[src/rtl/math_pkg.sv]
package math_pkg;

    // Signed Q16.16 fixed point
    typedef logic signed [31:0] q16_16_t;

    typedef struct packed {
        q16_16_t x;
        q16_16_t y;
        q16_16_t z;
    } vec3_t;

    // Row-major 3x3 matrix
    typedef struct packed {
        q16_16_t r11;
        q16_16_t r12;
        q16_16_t r13;
        q16_16_t r21;
        q16_16_t r22;
        q16_16_t r23;
        q16_16_t r31;
        q16_16_t r32;
        q16_16_t r33;
    } mat3_t;

    // Full product, then drop the 16 fraction bits and wrap to one word
    function automatic q16_16_t mul_q16(input q16_16_t a, input q16_16_t b);
        logic signed [63:0] prod;
        prod = a * b;
        prod = prod >>> 16;
        return prod[31:0];
    endfunction

endpackage

[src/rtl/vertex_pkg.sv]
package vertex_pkg;

    // Lanes per triangle, one per vertex
    localparam int NUM_LANES = 3;

    typedef enum logic [1:0] {
        XFORM_PASS   = 2'd0,
        XFORM_MODEL  = 2'd1,
        XFORM_CAMERA = 2'd2
    } xform_kind_t;

    typedef struct packed {
        math_pkg::vec3_t v0;
        math_pkg::vec3_t v1;
        math_pkg::vec3_t v2;
    } triangle_t;

    // Per-triangle transform descriptor
    typedef struct packed {
        xform_kind_t     kind;
        math_pkg::vec3_t pos;
        math_pkg::vec3_t scale;
        math_pkg::vec3_t rot_sin;
        math_pkg::vec3_t rot_cos;
    } transform_t;

    // Input request
    typedef struct packed {
        triangle_t  triangle;
        transform_t xform;
    } setup_req_t;

    // One vertex worth of work for a lane
    typedef struct packed {
        xform_kind_t     kind;
        math_pkg::vec3_t vertex;
        math_pkg::vec3_t pos;
        math_pkg::vec3_t scale;
        math_pkg::mat3_t matrix;
    } lane_job_t;

endpackage

[src/rtl/triangle_collect.sv]
module triangle_collect (
    input  wire logic            clk,
    input  wire logic            rst,

    input  wire math_pkg::vec3_t results [vertex_pkg::NUM_LANES],
    input  wire logic            result_valid,

    output vertex_pkg::triangle_t tri_out,
    output logic                 out_valid,
    input  wire logic            out_ready,

    output logic                 advance
);

    // Stall everything while a result sits unaccepted
    assign advance = !(out_valid && !out_ready);

    always_ff @(posedge clk or posedge rst) begin
        if (rst) begin
            out_valid <= 1'b0;
        end else if (advance) begin
            out_valid <= result_valid;
        end
    end

    // Lanes run in lockstep, so one valid covers all three
    always_ff @(posedge clk) begin
        if (advance && result_valid) begin
            tri_out.v0 <= results[0];
            tri_out.v1 <= results[1];
            tri_out.v2 <= results[2];
        end
    end

endmodule

[config.mk]
export PLATFORM = sky130hd
export DESIGN_NAME = triangle_collect
export DESIGN_NICKNAME = d
export VERILOG_FILES = /design/src/rtl/math_pkg.sv /design/src/rtl/vertex_pkg.sv /design/src/rtl/triangle_collect.sv
export SDC_FILE = /design/constraint.sdc
export NUM_CORES = 1
export LEC_CHECK = 0
export ABC_AREA = 1
export BUFFER_PORTS_ARGS = -buffer_cell sky130_fd_sc_hd__buf_2
export CORE_AREA = 2 2 227 229
export DETAILED_ROUTE_END_ITERATION = 7
export DIE_AREA = 0 0 229 231
export SLEW_MARGIN = 20
export SYNTH_ARGS = -nofsm -noshare
export SYNTH_HDL_FRONTEND = slang
export SYNTH_SLANG_ARGS = --single-unit
export TNS_END_PERCENT = 20
[constraint.sdc]
create_clock -name clk -period 40 [get_ports clk]
set_input_delay 2 -clock clk [delete_from_list [all_inputs] [get_ports clk]]
set_output_delay 2 -clock clk [all_outputs]
set_load 0.03 [all_outputs]
Word-level counts from Yosys, hierarchy flattened
Cells that the tools add are included.
{"block": "classes", "n_reduce_logical": 4}
{"cell": "logical AND 1 bit", "count": 2}
{"cell": "zero test 1 bit", "count": 2}
{"block": "totals", "reg_bits": 289, "input_bits": 292, "out_inout_bits": 290, "word_cells": 14}

Depth between registers and ports, before layout
{"block": "depth", "ltp_word": 4, "ltp_mapped": 3, "depth_no_buf": 3}

Worst setup path before layout
Ideal clock, no wire load.
{"block": "synth_timing", "path_type": "input-to-reg", "from": "input port result_valid", "to": "register tri_out[0] (netlist name), enable pin", "t_arrival_ns": 15.846, "required_time_ns": 38.967, "setup_slack_ns": 23.121, "path_stages": 2, "path_buffers": 0, "path_cell_list": "inv_1 -> a21oi_1"}
{"block": "synth_between", "elab_chain_len": 1}
{"item": "from (decl)", "line": "triangle_collect.sv:6", "rtl": "input wire logic result_valid,"}
{"item": "logical AND 1 bit", "line": "triangle_collect.sv:28", "rtl": "if (advance && result_valid) begin"}
{"item": "to (decl)", "line": "triangle_collect.sv:8", "rtl": "output vertex_pkg::triangle_t tri_out,"}
No other way between the ends.
A chain may end at the register's enable or synchronous reset.

Final worst setup path
{"block": "layout_timing", "from": "input port out_ready", "to": "register tri_out[38] (netlist name), enable pin"}
{"block": "layout_between", "elab_chain_len": 4}
{"item": "from (decl)", "line": "triangle_collect.sv:10", "rtl": "input wire logic out_ready,"}
{"item": "zero test 1 bit", "line": "triangle_collect.sv:16", "rtl": "assign advance = !(out_valid && !out_ready);"}
{"item": "logical AND 1 bit", "line": "triangle_collect.sv:16"}
{"item": "zero test 1 bit", "line": "triangle_collect.sv:16"}
{"item": "logical AND 1 bit", "line": "triangle_collect.sv:28"}
No other way between the ends.

==> results.md <==
* Crit path kind: in -> reg
* Crit-path most repeated cell: buf_4
* Fill count at around 5300
* Clk buf depth at 3
* PwrDens at 51.9 nW/um^2
* Maxcap violations at 0
* Worst Clk Skew at ~0.024 ns
* Area of the multi-input gates at 23.8 um^2
* Clock-pin slew on the worst setup and hold paths at approximately 0.06 ns
* TNS Setup at 0 ns
* Clock root buffer: clkbuf_16
* Worst endpoint required time at ~40 ns
* Wire per inst at 16.2 um
* # IOs at 582
* First-pass GRT wire length at roughly 36000 um
* Count leader, synth: edfxtp_1
* Vias in the first global route at around 5800
* Dpl hpwl at a little over 20000 um
* Register area share after synthesis at about 100%
* Synth top area cells: edfxtp_1, dfrtp_1, inv_1, nand2_1, a21oi_1
* RSZ-0062 raised after global routing: no
* Final net count at 1205
* Worst setup EP type: register
* Antenna cell count at 0
* Cts hold-fix bufs at 0
* Final Hold Viols at 0
* Post-synth EDFFs at 288
* Syn Std Cell Area at roughly 8700 um^2
* Seq. cell area at 8670 um^2
* Maximum vdd drop at 37.7 uV
* Gpl congestion at roughly 0.85
* Pin count of the biggest net entering global routing at slightly below 80
* CTS tree: done
* Via count at 5414
* Worst slew pin tran at 0.967 ns
* Yosys reg bits at 289
* Setup bufs post-CTS at 0
* Post-DRT Antenna Nets at 0
* Async S/R FF share, synth at 0.346%
* CTS H-tree lvls at 1
* CP Max Fanout at 77
* Grt ovf at 0
* Worst EP arrival at 4.66 ns
* Critical path, cell by cell: buf_2, inv_1, a21oi_4, buf_4, buf_4, buf_4
* Starting density of the core at approximately 17%
* Area share of the largest cell type after synthesis at 99.4%
* Cell family with most CP delay: buffers and inverters
* Synthesis Warnings at 0
* Slowest cell delay on critical path at 0.85 ns
* Drt initial violations at 191
* Fin util at 26.5%
* Library cells used by synthesis at 5
* Net Count, Synth at 587
* CTS Sinks at 289
* Post-synth top cells: edfxtp_1, inv_1, nand2_1
* Hold Crit Class: reg -> reg
* Post_cts resized at 0
* Pre-antenna DRT Iters at 4
* Crit path buf inv count at 5
* Period utilization at 11.2%
* Slew headroom at 35.6%
* Row cnt at 83
* Synthesized instance count at 295
* Slowest cell on crit path: buf_4
* Die H at 231 um
* Initial antenna violation count at 9
* Clock Latency Late Sink at 0.57 ns
* Slew Limit Fails at 0
* Port Buffers at between 500 and 600
* CTS Buf Count at 31
* Lkg Pwr at 5.54 nW
* Fraction of layout cells with a size suffix above 1 at 67.1%
* Syn_area_per_cell at around 29 um^2
* Layout area overhead at 54.5%
* Final wirelength at approximately 26000 um
* Startpoint Class: input pin
* GRT Util Overall at 9.28%
* Die area at 52900 um^2
* Status: finished clean
* Total core area at 50700 um^2
* Max Clk Rate at 223 MHz
* Main flop type after synthesis: edfxtp_1
* Setup violators final at 0
* Largest area contributor in the netlist: edfxtp_1
* Residual DRC count at 0
* Die X at 229 um
* Via-to-Cell Ratio at 3.35
* Period minus WS final at 4.49 ns
[per-stage QoR]
stage / cells / total power [W] / hold WS, ns / cell area (um^2) / worst slack (ns)
after floorplan: 295 / 0.000412 / 0.895 / 8700 / 23.12
after global placement: 1560 / 0.000436 / 0.590 / 12500 / 34.96
after detailed placement: 1560 / 0.000437 / 0.581 / 12500 / 34.87
after CTS: 1615 / 0.000711 / 0.598 / 13400 / 35.51
after global routing: 1615 / 0.000724 / 0.619 / 13400 / 35.22
final: 1615 / 0.000697 / 0.587 / 13400 / 35.51
[worst min-delay path, cell delays in order (launching register included)]
cell     delay (ns)
dfrtp_1        0.40
nand2_1        0.09
nand2_1        0.06
[flip-flops by register name, summed over array words and instances (netlist names)]
name and flops:
tri_out 288, out_valid 1
[cells by family after synthesis]
family / Yosys count / synth area share, %
compound gates: 1 / 0.0575
buf+inv: 3 / 0.129
flops: 289 / 99.7
simple gates: 2 / 0.0864
[layer usage]
layer	GRT usage, %	part of all wire (%)	vias to the layer above	wire length [um]
li1	-	-	2441	-
met1	9.75	34	2580	8910
met2	16.2	51	327	13300
met3	4.55	12	54	3080
met4	3.17	3.0	12	775
met5	0	0.28	-	73
[layout by cell type (no fill, tap or decap)]
| cell type | n |
|---|---|
| buf_2 | 581 |
| edfxtp_1 | 288 |
| clkbuf_16 | 31 |
| clkbuf_1 | 9 |
| clkinv_1 | 5 |
| clkinv_2 | 5 |
| buf_4 | 4 |
| inv_1 | 3 |
| nand2_1 | 2 |
| bufinv_16 | 2 |
| a21oi_4 | 1 |
| clkinvlp_4 | 1 |
| inv_6 | 1 |
| clkinv_4 | 1 |
| dfrtp_1 | 1 |
[report_power, final]
part	internal (W)	total [W]	switching, W	leakage [nW]
clock network	0.000154	0.000267	0.000113	0.457
registers	0.000354	0.000359	0.00000471	2.75
logic	0.0000204	0.0000710	0.0000506	2.33
[final cells by class]
type                    count  share of cell area [%]
clock buffers              40                    6.03
clock inverters            15                   0.959
inverters                   3                  0.0838
multi-input cells           3                   0.177
flip-flops and latches    289                    64.6
well taps                 680                    6.33
repair buffers            585                    21.9
[worst paths after layout]
| kind | start | depth (start not counted) | end | slack (ns) |
|---|---|---|---|---|
| min in group asynchronous | rst | 2 | out_valid | 1.26 |
| worst min-delay path | out_valid | 2 | out_valid | 0.59 |
| worst min register to register | out_valid | 2 | out_valid | 0.59 |
| max in group asynchronous | rst | 2 | out_valid | 38.64 |
| worst max-delay path | out_ready | 6 | tri_out[38] | 35.51 |
| worst max register to register | out_valid | 4 | tri_out[38] | 36.62 |
No activity file was read; power rests on OpenSTA's default activity.
